$ cat src/rtl/movegen_pkg.sv
package movegen_pkg;

    // row pitch of the padded boards used by the leaper patterns
    localparam int KING_PAD = 10;
    localparam int KNIGHT_PAD = 12;

    localparam int NUM_GROUPS = 4;

    // square index is {rank, file}
    typedef logic [5:0] square_t;
    typedef logic [63:0] bitboard_t;

    typedef struct packed {
        bitboard_t knight;
        bitboard_t bishop;
        bitboard_t rook;
        bitboard_t queen;
        // every white piece, white king included
        bitboard_t white_occ;
        square_t white_king;
        square_t black_king;
        logic black_to_move;
    } board_t;

    typedef struct packed {
        square_t src;
        square_t dst;
    } move_t;

    // scanner groups, highest priority first
    typedef enum logic [1:0] {
        GROUP_KING,
        GROUP_KNIGHT,
        GROUP_DIAG,
        GROUP_ORTHO
    } group_e;

    typedef struct packed {
        bitboard_t occ;
        bitboard_t own;
        bitboard_t king;
        bitboard_t knight;
        bitboard_t diag;
        bitboard_t ortho;
    } group_sets;

    typedef struct packed {
        logic valid;
        move_t move;
        logic done;
    } scan_offer;

    // king steps around padded square 11, centre left out
    localparam logic [KING_PAD*KING_PAD-1:0] KING_PATTERN = 100'h70_1407;

    // knight jumps around padded square 26
    localparam logic [KNIGHT_PAD*KNIGHT_PAD-1:0] KNIGHT_PATTERN = 144'ha_0110_0001_100a;

    // a1-h8 and h1-a8
    localparam bitboard_t DIAG_BASE = 64'h8040_2010_0804_0201;
    localparam bitboard_t ANTIDIAG_BASE = 64'h0102_0408_1020_4080;

endpackage

$ cat src/rtl/board_decode.sv
`timescale 1ns/1ns

module board_decode (
    input  logic                   clk_in,
    input  logic                   rst_in,
    input  movegen_pkg::board_t    board,
    input  logic                   accept,
    output movegen_pkg::group_sets sets,
    output logic                   load
);

    movegen_pkg::board_t board_q;
    movegen_pkg::bitboard_t kings;
    movegen_pkg::bitboard_t own_king;

    always_ff @(posedge clk_in) begin
        if (accept) begin
            board_q <= board;
        end
    end

    always_ff @(posedge clk_in) begin
        if (rst_in) begin
            load <= 1'b0;
        end else begin
            load <= accept;
        end
    end

    always_comb begin
        kings = (movegen_pkg::bitboard_t'(1) << board_q.white_king)
              | (movegen_pkg::bitboard_t'(1) << board_q.black_king);
        own_king = movegen_pkg::bitboard_t'(1)
                << (board_q.black_to_move ? board_q.black_king : board_q.white_king);

        sets.occ = board_q.knight | board_q.bishop | board_q.rook | board_q.queen | kings;
        // black owns whatever is occupied and not white
        sets.own = board_q.black_to_move ? sets.occ & ~board_q.white_occ : board_q.white_occ;

        sets.king = own_king;
        sets.knight = board_q.knight & sets.own;
        sets.diag = (board_q.bishop | board_q.queen) & sets.own;
        sets.ortho = (board_q.rook | board_q.queen) & sets.own;
    end

    // two kings on one square would hide one of them from occ
    assert property (@(posedge clk_in) disable iff (rst_in)
        load |-> board_q.white_king != board_q.black_king);

endmodule

$ cat src/rtl/leaper_attacks.sv
`timescale 1ns/1ns

module leaper_attacks (
    input  movegen_pkg::square_t   king_sq,
    input  movegen_pkg::square_t   knight_sq,
    output movegen_pkg::bitboard_t king_mask,
    output movegen_pkg::bitboard_t knight_mask
);

    localparam int KING_BITS = movegen_pkg::KING_PAD * movegen_pkg::KING_PAD;
    localparam int KNIGHT_BITS = movegen_pkg::KNIGHT_PAD * movegen_pkg::KNIGHT_PAD;

    // padded index of a1 on each board
    localparam int KING_ORIGIN = movegen_pkg::KING_PAD + 1;
    localparam int KNIGHT_ORIGIN = 2 * movegen_pkg::KNIGHT_PAD + 2;

    logic [KING_BITS-1:0] king_full;
    logic [KNIGHT_BITS-1:0] knight_full;
    logic [7:0] king_shift;
    logic [7:0] knight_shift;

    always_comb begin
        king_shift = 8'(king_sq[5:3]) * 8'(movegen_pkg::KING_PAD) + 8'(king_sq[2:0]);
        knight_shift = 8'(knight_sq[5:3]) * 8'(movegen_pkg::KNIGHT_PAD)
                     + 8'(knight_sq[2:0]);

        king_full = movegen_pkg::KING_PATTERN << king_shift;
        knight_full = movegen_pkg::KNIGHT_PATTERN << knight_shift;
    end

    // keep the eight real files of each real rank, edge wraps land in the padding
    always_comb begin
        for (int r = 0; r < 8; r++) begin
            king_mask[r*8 +: 8] = king_full[r*movegen_pkg::KING_PAD + KING_ORIGIN +: 8];
            knight_mask[r*8 +: 8] =
                knight_full[r*movegen_pkg::KNIGHT_PAD + KNIGHT_ORIGIN +: 8];
        end
    end

endmodule

$ cat src/rtl/move_generator.sv
`timescale 1ns/1ns

module move_generator (
    input  logic                clk_in,
    input  logic                rst_in,
    input  movegen_pkg::board_t board,
    input  logic                board_valid,
    output logic                board_ready,
    output movegen_pkg::move_t  move,
    output logic                move_valid
);

    movegen_pkg::group_sets sets;
    logic load;
    logic accept;

    movegen_pkg::square_t king_sq;
    movegen_pkg::square_t knight_sq;
    movegen_pkg::square_t diag_sq;
    movegen_pkg::square_t ortho_sq;
    movegen_pkg::bitboard_t king_atk;
    movegen_pkg::bitboard_t knight_atk;
    movegen_pkg::bitboard_t diag_atk;
    movegen_pkg::bitboard_t ortho_atk;

    movegen_pkg::scan_offer offers [movegen_pkg::NUM_GROUPS];
    logic [movegen_pkg::NUM_GROUPS-1:0] grants;

    board_decode u_decode (
        .clk_in (clk_in),
        .rst_in (rst_in),
        .board  (board),
        .accept (accept),
        .sets   (sets),
        .load   (load)
    );

    leaper_attacks u_leaper (
        .king_sq     (king_sq),
        .knight_sq   (knight_sq),
        .king_mask   (king_atk),
        .knight_mask (knight_atk)
    );

    // sliders see the registered occupancy of the current board
    slider_attacks u_slider (
        .diag_sq    (diag_sq),
        .ortho_sq   (ortho_sq),
        .occ        (sets.occ),
        .diag_mask  (diag_atk),
        .ortho_mask (ortho_atk)
    );

    piece_scanner u_king (
        .clk_in (clk_in),
        .rst_in (rst_in),
        .load   (load),
        .sources(sets.king),
        .own    (sets.own),
        .attacks(king_atk),
        .grant  (grants[movegen_pkg::GROUP_KING]),
        .src    (king_sq),
        .offer  (offers[movegen_pkg::GROUP_KING])
    );

    piece_scanner u_knight (
        .clk_in (clk_in),
        .rst_in (rst_in),
        .load   (load),
        .sources(sets.knight),
        .own    (sets.own),
        .attacks(knight_atk),
        .grant  (grants[movegen_pkg::GROUP_KNIGHT]),
        .src    (knight_sq),
        .offer  (offers[movegen_pkg::GROUP_KNIGHT])
    );

    piece_scanner u_diag (
        .clk_in (clk_in),
        .rst_in (rst_in),
        .load   (load),
        .sources(sets.diag),
        .own    (sets.own),
        .attacks(diag_atk),
        .grant  (grants[movegen_pkg::GROUP_DIAG]),
        .src    (diag_sq),
        .offer  (offers[movegen_pkg::GROUP_DIAG])
    );

    piece_scanner u_ortho (
        .clk_in (clk_in),
        .rst_in (rst_in),
        .load   (load),
        .sources(sets.ortho),
        .own    (sets.own),
        .attacks(ortho_atk),
        .grant  (grants[movegen_pkg::GROUP_ORTHO]),
        .src    (ortho_sq),
        .offer  (offers[movegen_pkg::GROUP_ORTHO])
    );

    move_sequencer u_sequencer (
        .clk_in      (clk_in),
        .rst_in      (rst_in),
        .offers      (offers),
        .board_valid (board_valid),
        .grants      (grants),
        .accept      (accept),
        .move        (move),
        .move_valid  (move_valid),
        .board_ready (board_ready)
    );

endmodule

$ cat src/rtl/move_sequencer.sv
`timescale 1ns/1ns

module move_sequencer (
    input  logic                          clk_in,
    input  logic                          rst_in,
    input  movegen_pkg::scan_offer        offers [movegen_pkg::NUM_GROUPS],
    input  logic                          board_valid,
    output logic [movegen_pkg::NUM_GROUPS-1:0] grants,
    output logic                          accept,
    output movegen_pkg::move_t            move,
    output logic                          move_valid,
    output logic                          board_ready
);

    movegen_pkg::group_e sel;
    logic any_valid;
    logic all_done;
    logic pending;

    always_comb begin
        sel = movegen_pkg::GROUP_KING;
        any_valid = 1'b0;
        all_done = 1'b1;
        // a group only gets its turn once every higher group is done
        for (int g = 0; g < movegen_pkg::NUM_GROUPS; g++) begin
            if (offers[g].valid && all_done) begin
                sel = movegen_pkg::group_e'(g);
                any_valid = 1'b1;
            end
            all_done = all_done & offers[g].done;
        end
        grants = '0;
        grants[sel] = any_valid;
    end

    // pending covers the load cycle, when the scanners still show the old board
    assign board_ready = all_done && !pending && !move_valid;
    assign accept = board_valid && board_ready;

    always_ff @(posedge clk_in) begin
        if (rst_in) begin
            move_valid <= 1'b0;
            pending <= 1'b0;
        end else begin
            move_valid <= any_valid;
            pending <= accept;
        end
    end

    always_ff @(posedge clk_in) begin
        if (any_valid) begin
            move <= offers[sel].move;
        end
    end

    // scanners that report done have nothing left to offer
    assert property (@(posedge clk_in) disable iff (rst_in) board_ready |-> !any_valid);

endmodule

$ cat src/rtl/piece_scanner.sv
`timescale 1ns/1ns

module piece_scanner (
    input  logic                   clk_in,
    input  logic                   rst_in,
    input  logic                   load,
    input  movegen_pkg::bitboard_t sources,
    input  movegen_pkg::bitboard_t own,
    input  movegen_pkg::bitboard_t attacks,
    input  logic                   grant,
    output movegen_pkg::square_t   src,
    output movegen_pkg::scan_offer offer
);

    typedef enum logic {
        ST_FETCH,
        ST_OFFER
    } state_e;

    state_e state;
    movegen_pkg::bitboard_t src_left;
    movegen_pkg::bitboard_t dst_left;
    logic last_dst;

    function automatic movegen_pkg::square_t lowest_square(movegen_pkg::bitboard_t bits);
        movegen_pkg::square_t idx;
        idx = '0;
        for (int i = 63; i >= 0; i--) begin
            if (bits[i]) begin
                idx = movegen_pkg::square_t'(i);
            end
        end
        return idx;
    endfunction

    assign src = lowest_square(src_left);
    assign last_dst = (dst_left & (dst_left - 64'd1)) == '0;

    always_comb begin
        offer.valid = (state == ST_OFFER) && (dst_left != '0);
        offer.move.src = src;
        offer.move.dst = lowest_square(dst_left);
        offer.done = src_left == '0;
    end

    always_ff @(posedge clk_in) begin
        if (rst_in) begin
            state <= ST_FETCH;
            src_left <= '0;
        end else if (load) begin
            state <= ST_FETCH;
            src_left <= sources;
        end else if (state == ST_FETCH) begin
            if (src_left != '0) begin
                state <= ST_OFFER;
            end
        end else if (dst_left == '0 || (grant && last_dst)) begin
            // source used up, fetch the next one
            state <= ST_FETCH;
            src_left <= src_left & (src_left - 64'd1);
        end
    end

    always_ff @(posedge clk_in) begin
        if (state == ST_FETCH) begin
            dst_left <= attacks & ~own;
        end else if (grant) begin
            dst_left <= dst_left & (dst_left - 64'd1);
        end
    end

    // a grant without a live offer would drop a destination
    assert property (@(posedge clk_in) disable iff (rst_in) grant |-> offer.valid);

endmodule

$ cat src/rtl/slider_attacks.sv
`timescale 1ns/1ns

module slider_attacks (
    input  movegen_pkg::square_t   diag_sq,
    input  movegen_pkg::square_t   ortho_sq,
    input  movegen_pkg::bitboard_t occ,
    output movegen_pkg::bitboard_t diag_mask,
    output movegen_pkg::bitboard_t ortho_mask
);

    movegen_pkg::bitboard_t diag_piece;
    movegen_pkg::bitboard_t ortho_piece;
    movegen_pkg::bitboard_t diag_occ;
    movegen_pkg::bitboard_t ortho_occ;
    movegen_pkg::bitboard_t diag_line;
    movegen_pkg::bitboard_t anti_line;
    movegen_pkg::bitboard_t rank_line;
    movegen_pkg::bitboard_t file_line;
    logic [3:0] anti_sum;
    logic [3:0] anti_dist;

    // vertical flip, reverses the order along files and diagonals
    function automatic movegen_pkg::bitboard_t flip_ranks(movegen_pkg::bitboard_t bits);
        movegen_pkg::bitboard_t out;
        for (int r = 0; r < 8; r++) begin
            out[r*8 +: 8] = bits[(7-r)*8 +: 8];
        end
        return out;
    endfunction

    // horizontal mirror, reverses the order along a rank
    function automatic movegen_pkg::bitboard_t mirror_files(movegen_pkg::bitboard_t bits);
        movegen_pkg::bitboard_t out;
        for (int i = 0; i < 64; i++) begin
            out[i] = bits[(i & ~7) | (7 - (i & 7))];
        end
        return out;
    endfunction

    // o - 2s borrows up to the first blocker, reversed board does the same downwards
    function automatic movegen_pkg::bitboard_t line_attacks(
        movegen_pkg::bitboard_t line_occ,
        movegen_pkg::bitboard_t line,
        movegen_pkg::bitboard_t piece,
        logic mirror
    );
        movegen_pkg::bitboard_t fwd;
        movegen_pkg::bitboard_t bwd;
        fwd = line_occ - (piece << 1);
        if (mirror) begin
            bwd = mirror_files(mirror_files(line_occ) - (mirror_files(piece) << 1));
        end else begin
            bwd = flip_ranks(flip_ranks(line_occ) - (flip_ranks(piece) << 1));
        end
        return (fwd ^ bwd) & line;
    endfunction

    always_comb begin
        diag_piece = movegen_pkg::bitboard_t'(1) << diag_sq;
        ortho_piece = movegen_pkg::bitboard_t'(1) << ortho_sq;
        diag_occ = occ & ~diag_piece;
        ortho_occ = occ & ~ortho_piece;

        if (diag_sq[5:3] >= diag_sq[2:0]) begin
            diag_line = movegen_pkg::DIAG_BASE << {diag_sq[5:3] - diag_sq[2:0], 3'b000};
        end else begin
            diag_line = movegen_pkg::DIAG_BASE >> {diag_sq[2:0] - diag_sq[5:3], 3'b000};
        end

        // rank + file is 7 on the long anti-diagonal
        anti_sum = {1'b0, diag_sq[5:3]} + {1'b0, diag_sq[2:0]};
        anti_dist = (anti_sum >= 4'd7) ? anti_sum - 4'd7 : 4'd7 - anti_sum;
        if (anti_sum >= 4'd7) begin
            anti_line = movegen_pkg::ANTIDIAG_BASE << {anti_dist[2:0], 3'b000};
        end else begin
            anti_line = movegen_pkg::ANTIDIAG_BASE >> {anti_dist[2:0], 3'b000};
        end

        rank_line = movegen_pkg::bitboard_t'(8'hff) << {ortho_sq[5:3], 3'b000};
        file_line = 64'h0101_0101_0101_0101 << ortho_sq[2:0];

        diag_mask = line_attacks(diag_occ & diag_line, diag_line, diag_piece, 1'b0)
                  | line_attacks(diag_occ & anti_line, anti_line, diag_piece, 1'b0);
        ortho_mask = line_attacks(ortho_occ & rank_line, rank_line, ortho_piece, 1'b1)
                   | line_attacks(ortho_occ & file_line, file_line, ortho_piece, 1'b0);
    end

endmodule

$ cat config.mk
export PLATFORM = sky130hd
export DESIGN_NAME = move_generator
export DESIGN_NICKNAME = d
export VERILOG_FILES = /design/src/rtl/movegen_pkg.sv /design/src/rtl/board_decode.sv /design/src/rtl/leaper_attacks.sv /design/src/rtl/move_generator.sv /design/src/rtl/move_sequencer.sv /design/src/rtl/piece_scanner.sv /design/src/rtl/slider_attacks.sv
export SDC_FILE = /design/constraint.sdc
export NUM_CORES = 2
export LEC_CHECK = 0
export BUFFER_PORTS_ARGS = -buffer_cell sky130_fd_sc_hd__buf_4
export CORE_MARGIN = 3
export CORE_UTILIZATION = 35
export CTS_CLUSTER_DIAMETER = 80
export DETAILED_ROUTE_END_ITERATION = 16
export PLACE_DENSITY = 0.61
export REMOVE_ABC_BUFFERS = 1
export SYNTH_ARGS = -nofsm -noshare
export SYNTH_HDL_FRONTEND = slang
export SYNTH_SLANG_ARGS = --single-unit
$ cat constraint.sdc
create_clock -name clk_in -period 11.55 [get_ports clk_in]
set_clock_uncertainty 0.1 [all_clocks]
set_input_delay 0.5775 -clock clk_in [delete_from_list [all_inputs] [get_ports clk_in]]
set_output_delay 0.5775 -clock clk_in [all_outputs]
set_load 0.02 [all_outputs]
Yosys cells after proc, flatten, opt, wreduce, memory -nomap -nowiden

Cells that the tools add are included.

Bits in registers: 863
Bits of input ports: 336
Output and inout port bits: 14
Logic and storage cells: 734

Add/sub/neg operators: 23
Multipliers: 2
Magnitude comparators: 5
Equal/unequal tests: 4
Shift-type cells: 13
Multiplexer cells: 561
Bitwise logic cells: 48
Reductions and logical operators: 54

Operator list:

| kind                   | count |
|---|---|
| $mux 6                 | 513 |
| $and 64x64->64         | 26 |
| $mux 64                | 23 |
| $logic_not 64->1       | 12 |
| $or 64x64->64          | 9 |
| $reduce_bool 64->1     | 8 |
| $sub 64x1->64 const B  | 8 |
| $sub 64x64->64         | 8 |
| $shl 1x6->64 const A   | 5 |
| $not 64->64            | 4 |
| $xor 64x64->64         | 4 |
| $shl 52x8->118 const A | 1 |
| $shl 23x8->89 const A  | 1 |
| $shl 57x3->64 const A  | 1 |
| $shl 57x6->64 const A  | 1 |
| $shl 64x6->64 const A  | 1 |
| $shl 8x6->64 const A   | 1 |
| $shr 57x6->64 const A  | 1 |
| $shr 64x6->64 const A  | 1 |
| $bmux 14 s2            | 1 |
| $mux 13                | 2 |
| $mux 1                 | 18 |
| $add 7x3->8            | 2 |
| $reduce_bool 2->1      | 8 |
| 23 further kinds       | 51 |

Depth between registers and ports, before layout

Word-level depth: 76
Mapped depth: 39
Mapped depth without buffers: 39

Modules after synthesis

From an unflattened synthesis, not the netlist that was laid out.

Cells, all modules: 9,770
Area, all modules: 77,919.7 um^2

By module, submodules not included:

| module         | instances | cells an instance | area an instance (um^2) |
|---|---|---|---|
| piece_scanner  | 4         | 939               | 8,023.9 |
| slider_attacks | 1         | 3,899             | 25,125.3 |
| board_decode   | 1         | 1,232             | 15,322.2 |
| leaper_attacks | 1         | 809               | 4,491.8 |
| move_sequencer | 1         | 74                | 884.6 |

Least setup slack after synthesis

Ideal clock, no wire load.

Kind: reg2reg
From: reg u_ortho.src_left[8]
To: reg u_decode.board_q[0] in the netlist's numbering (enable)
Data arrival time: 9,825 ps
Data required time: 10,708 ps
Path slack: 883 ps
Cell stages (with the launch flop): 7
Buffers on the path: 0
Period minus slack after synthesis: 10,667 ps
Cell sequence: dfxtp_1 > nor4_1 > nand3_1 > nand2b_1 > or3_1 > nor4_1 > and3_1

Longest elaborated chain between the ends: 5

Ends and longest elaborated chain:

| item                           | line                 | source |
|---|---|---|
| start, declared                | piece_scanner.sv:21  | `movegen_pkg::bitboard_t src_left;` |
| start signal, assigned         | piece_scanner.sv:52  | `src_left <= sources;` |
| start signal, assigned         | piece_scanner.sv:60  | `src_left <= src_left & (src_left - 64'd1);` |
| $logic_not 64->1               | piece_scanner.sv:43  | `offer.done = src_left == '0;` |
| $and 1x1->1                    | move_sequencer.sv:30 | `all_done = all_done & offers[g].done;` |
| $logic_and 1x1->1 (2 in a row) | move_sequencer.sv:37 | `assign board_ready = all_done && !pending && !move_valid;` |
| $logic_and 1x1->1              | move_sequencer.sv:38 | `assign accept = board_valid && board_ready;` |
| net accept                     | move_generator.sv:15 | `logic accept;` |
| end signal, assigned           | board_decode.sv:18   | `board_q <= board;` |
| end, declared                  | board_decode.sv:12   | `movegen_pkg::board_t board_q;` |

The timed path passes the listed nets, and every way through them passes these cells.
A chain may end at the register's enable or synchronous reset.

Final worst setup path

From: reg u_diag.src_left[63]
To: reg u_diag.dst_left[7] (data pin)

Longest elaborated chain between the ends: 76

Ends and longest elaborated chain:

| item                                           | line                                       | source |
|---|---|---|
| start, declared                                | piece_scanner.sv:21                        |  |
| start signal, assigned                         | piece_scanner.sv:52                        |  |
| start signal, assigned                         | piece_scanner.sv:60                        |  |
| $mux 6 * (64 in a row)                         | piece_scanner.sv:29                        | `if (bits[i]) begin` |
| $add 3x3->4                                    | slider_attacks.sv:71                       | `anti_sum = {1'b0, diag_sq[5:3]} + {1'b0, diag_sq[2:0]};` |
| $ge 4x3->1 or $sub 3x3->3 (tied branches)      | slider_attacks.sv:72, slider_attacks.sv:73 |  |
| $mux 3                                         | slider_attacks.sv:72                       | `anti_dist = (anti_sum >= 4'd7) ? anti_sum - 4'd7 : 4'd7 - anti_sum;` |
| $shr 57x6->64 or $shl 57x6->64 (tied branches) | slider_attacks.sv:76, slider_attacks.sv:74 |  |
| $mux 64                                        | slider_attacks.sv:73                       | `if (anti_sum >= 4'd7) begin` |
| $and 64x64->64                                 | slider_attacks.sv:83                       | `\| line_attacks(diag_occ & anti_line, anti_line, diag_piece, 1'b0);` |
| $sub 64x64->64 (on tied branches)              | slider_attacks.sv:49, slider_attacks.sv:53 |  |
| $xor 64x64->64                                 | slider_attacks.sv:55                       | `return (fwd ^ bwd) & line;` |
| $and 64x64->64                                 | slider_attacks.sv:55                       |  |
| $or 64x64->64 *                                | slider_attacks.sv:83                       |  |
| $and 64x64->64 *                               | piece_scanner.sv:66                        | `dst_left <= attacks & ~own;` |
| $mux 64 *                                      | piece_scanner.sv:65                        | `if (state == ST_FETCH) begin` |
| end signal, assigned                           | piece_scanner.sv:66                        |  |
| end signal, assigned                           | piece_scanner.sv:68                        | `dst_left <= dst_left & (dst_left - 64'd1);` |
| end, declared                                  | piece_scanner.sv:22                        | `movegen_pkg::bitboard_t dst_left;` |

Every way passes the cells marked *; elsewhere a longest branch is shown, timed or not.

==> flow_summary_export.csv <==
group,metric,value,unit
placement,numPortBuffers,349,
global_routing,grt_pass1_wl,591.3,mm
clock_tree,cts_buffer_depth,3,
timing,final_hold_viol_count,0,
timing,setup_tns,0,ps
timing,timing.fmax,93.89,MHz
worst_setup_path,cp_data_arrival_time,11220,ps
worst_setup_path,r2r_start,"u_diag.src_left[63]",
worst_setup_path,crit_top_cell,"a21oi_1",
synthesis,synth.area.top_cells,"edfxtp_1, dfxtp_1, ha_1, nor2_1, a21oi_1",
timing,period_share,0.9222,
clock_tree,clock-root-buffer,"clkbuf_16",
drt,antenna_left,0,
timing,maxSlewHeadroom,-0.03956,
synthesis,synth.cell_area,71250,um2
global_routing,grt_max_degree,171,
worst_setup_path,endpoint_kind,"register",
synthesis,synth_simple_gate_area_frac,0.2475,
clock_tree,cts_buffers,112,
run_status,violations,"max-capacitance violations, max-slew violations",
timing,finalSetupViolCount,0,
drt,routed-via-count,80600,
synthesis,ys_seq_elements,863,
min_path,hp-start,"rst_in",
global_routing,grt_use_total,0.3974,
clock_tree,clk_latency,820,ps
drt,via_per_inst,6.621,
synthesis,synth-xor-area-share,0.04179,
global_routing,grt_pass1_vias,74120,
worst_setup_path,worstPathMaxFanout,13,
floorplanning,dieArea,209000,um2
drt,wl_met3,46.71,mm
drt,drc_errors,0,
timing,final_max_slew_viol_count,4,
worst_setup_path,cp_slowest_cell,"o31ai_1",
timing,rsz0062_at_grt,"no",
placement,dp.final_hpwl,340.7,mm
min_path,hold_path_depth,2,
synthesis,ys_types,123,
worst_setup_path,r2r_cells,38,
finish,drive_gt1_frac,0.1083,
synthesis,syn_inst,8744,
synthesis,synthAdderAreaFrac,0.06966,
worst_setup_path,crit_type,"reg2reg",
min_path,hold_class,"in2reg",
drt,drt_wl_total,435.3,mm
floorplanning,die_w,457.2,um
min_path,whs_endpoint,"u_diag.src_left[19]",
synthesis,ys_warn_count,0,
worst_setup_path,startpoint_type,"register",
synthesis,synth_top_family_by_area,"compound AO/OA/AOI/OAI gates",
floorplanning,core_region_area,201100,um2
drt,wl_met2,179.8,mm
worst_setup_path,timing.rr.end,"u_diag.dst_left[7]",
clock_tree,hold_buffers,333,
finish,nFillCells,20160,
drt,m1WireLength,170.6,mm
timing,tightest_slew,1547,ps
floorplanning,rows,164,
finish,area_growth,19.24,%
global_routing,antenna_found_initial,62,
synthesis,synthFlopType,"edfxtp_1",
drt,drt_iter0_drc,12690,
synthesis,ys_seq_area_frac,0.3269,
drt,top_layer_used,"met5",
clock_tree,cts_tree,"yes",
floorplanning,start_util,0.3543,
synthesis,yosysTopAreaCell,"edfxtp_1",
job,maxCapViolations,1,
floorplanning,io_pins,350,
timing,period_needed,10650,ps
clock_tree,post_cts_buffers,0,
floorplanning,die_h,457.2,um
worst_setup_path,r2r_slack,900,ps
finish,fin_nets,10080,
worst_setup_path,slowest_delay,670,ps
run_status,outcome,"finished, violations left",
synthesis,synth_compound_area_frac,0.2703,
clock_tree,clk_pin_slew_worst_paths,70,ps
placement,place.gp.congestion,1.110,
drt,routedWlPerCell,35.76,um
synthesis,synth_edf_count,601,
clock_tree,cts_sinks,863,
clock_tree,post_cts.resized_instances,0,
drt,dr.pass1.iters,10,
synthesis,synth_top_cell_area_share,0.2533,
synthesis,synthMuxAreaShare,0.01235,
global_routing,grt.overflow.total,0,
worst_setup_path,required,12120,ps
clock_tree,cts_max_level,3,
synthesis,async_flop_share,0,
synthesis,synth_area_per_cell,8.148,um2
through the flow:
step / area [um2] / setup WS, ps / std cells / hold slack (ps) / utilization
after global placement: 77570 / 1476 / 11590 / 373.1 / 0.3857
after floorplan: 69890 / 364.1 / 8396 / 354.4 / -
after CTS: 84860 / 1438 / 12140 / 263.8 / 0.4220
after detailed placement: 77570 / 1537 / 11590 / 381.3 / 0.3857
final: 84960 / 899.0 / 12170 / 326.0 / 0.4225
after global routing: 84890 / 577.7 / 12150 / 319.0 / 0.4222
cell type report:
cell class | instances | area (um2) | share of cell area
Antenna cell | 38 | 95.09 | 0.001119
Clock buffer | 136 | 3004 | 0.03536
Clock inverter | 73 | 958.4 | 0.01128
Inverter | 237 | 894.6 | 0.01053
Multi-Input combinational cell | 7296 | 45940 | 0.5407
Sequential cell | 863 | 23300 | 0.2743
Tap cell | 2656 | 3323 | 0.03912
Timing Repair Buffer | 874 | 7438 | 0.08755
synth_stat cells, types with 29 or more instances:
library cell / n
nor2_1: 1019
nand2_1: 793
a21oi_1: 738
edfxtp_1: 601
o21ai_0: 483
nand3_1: 386
ha_1: 353
nor3_1: 347
clkbuf_1: 305
xnor2_1: 266
dfxtp_1: 262
o211ai_1: 262
a21o_1: 231
inv_1: 229
nor4_1: 170
o31ai_1: 159
o22ai_1: 123
nand4_1: 112
nand2b_1: 108
or3_1: 106
a31oi_1: 104
or4_1: 97
nor2b_1: 91
o21a_1: 87
o21bai_1: 85
xor2_1: 74
or2_2: 69
and3_1: 58
mux2_2: 58
a211oi_1: 54
a32oi_1: 49
and2_1: 45
o311ai_0: 43
a22oi_1: 41
a21boi_0: 35
o32ai_1: 34
nor3b_1: 31
maj3_1: 29
o41ai_1: 29
state kept, by name, summed over array words and instances (netlist names), 12 cells and up:
name,flops
u_diag.dst_left,64
u_king.src_left,64
u_knight.dst_left,64
u_sequencer.move,12
u_diag.src_left,64
u_knight.src_left,64
u_ortho.dst_left,64
u_decode.board_q,333
u_king.dst_left,64
u_ortho.src_left,64
logic make-up (layout without fill, tap and decap cells):
| kind of cell | after synthesis | after routing |
|---|---|---|
| muxes | 80 | 80 |
| AOI/OAI and AO/OA | 2902 | 2902 |
| other | 0 | 38 |
| buffers and inverters | 585 | 1320 |
| and+or+nand+nor | 3577 | 3577 |
| adders and majority gates | 397 | 397 |
| xor gates and xnor gates | 340 | 340 |
| DFF | 863 | 863 |
metal layers:
layer / up-vias / GRT usage
met5: - / 0
met4: 18 / 0.2975
met3: 1083 / 0.1013
met2: 5293 / 0.5736
met1: 39330 / 0.5086
li1: 34880 / -
placed cells by master, fill, tap and decap left out, types with 35 or more instances in the layout:
cell and count:
nor2_1 1016, nand2_1 791, a21oi_1 738, edfxtp_1 601, buf_4 537, o21ai_0 481
nand3_1 386, ha_1 353, nor3_1 345, dlygate4sd3_1 333, xnor2_1 264, o211ai_1 262
dfxtp_1 258, a21o_1 231, inv_1 228, nor4_1 169, o31ai_1 159, o22ai_1 123
clkbuf_16 113, nand4_1 112, nand2b_1 108, or3_1 106, a31oi_1 104, or4_1 97
nor2b_1 89, o21a_1 87, o21bai_1 85, xor2_1 71, or2_2 69, mux2_2 59
and3_1 57, a211oi_1 53, a32oi_1 48, and2_1 45, o311ai_0 41, a22oi_1 41
diode_2 38, a21boi_0 35
worst max-delay path: cells and delay by family, from the launching register on:
kind	cells	cell delay (ps)
and+or+nand+nor	10	2360
DFF	1	380
adders and majority gates	3	1210
AOI/OAI and AO/OA	21	5710
xor gates and xnor gates	1	190
buffers and inverters	3	570
worst max path at each step:
stage	start	to	slack (ps)	cells past startpoint
after floorplan	u_sequencer.pending	u_decode.board_q[0]	360	2
after CTS	u_diag.src_left[63]	u_diag.dst_left[7]	1440	38
after global routing	u_diag.src_left[63]	u_diag.dst_left[7]	580	38
final	u_diag.src_left[63]	u_diag.dst_left[7]	900	38
after detailed placement	u_diag.src_left[63]	u_diag.dst_left[7]	1540	38
after global placement	u_diag.src_left[63]	u_diag.dst_left[7]	1480	38
Power is left out: the tool's default activity adds up to more than one toggle a clock period on the data nets, which glitch-free logic cannot reach.
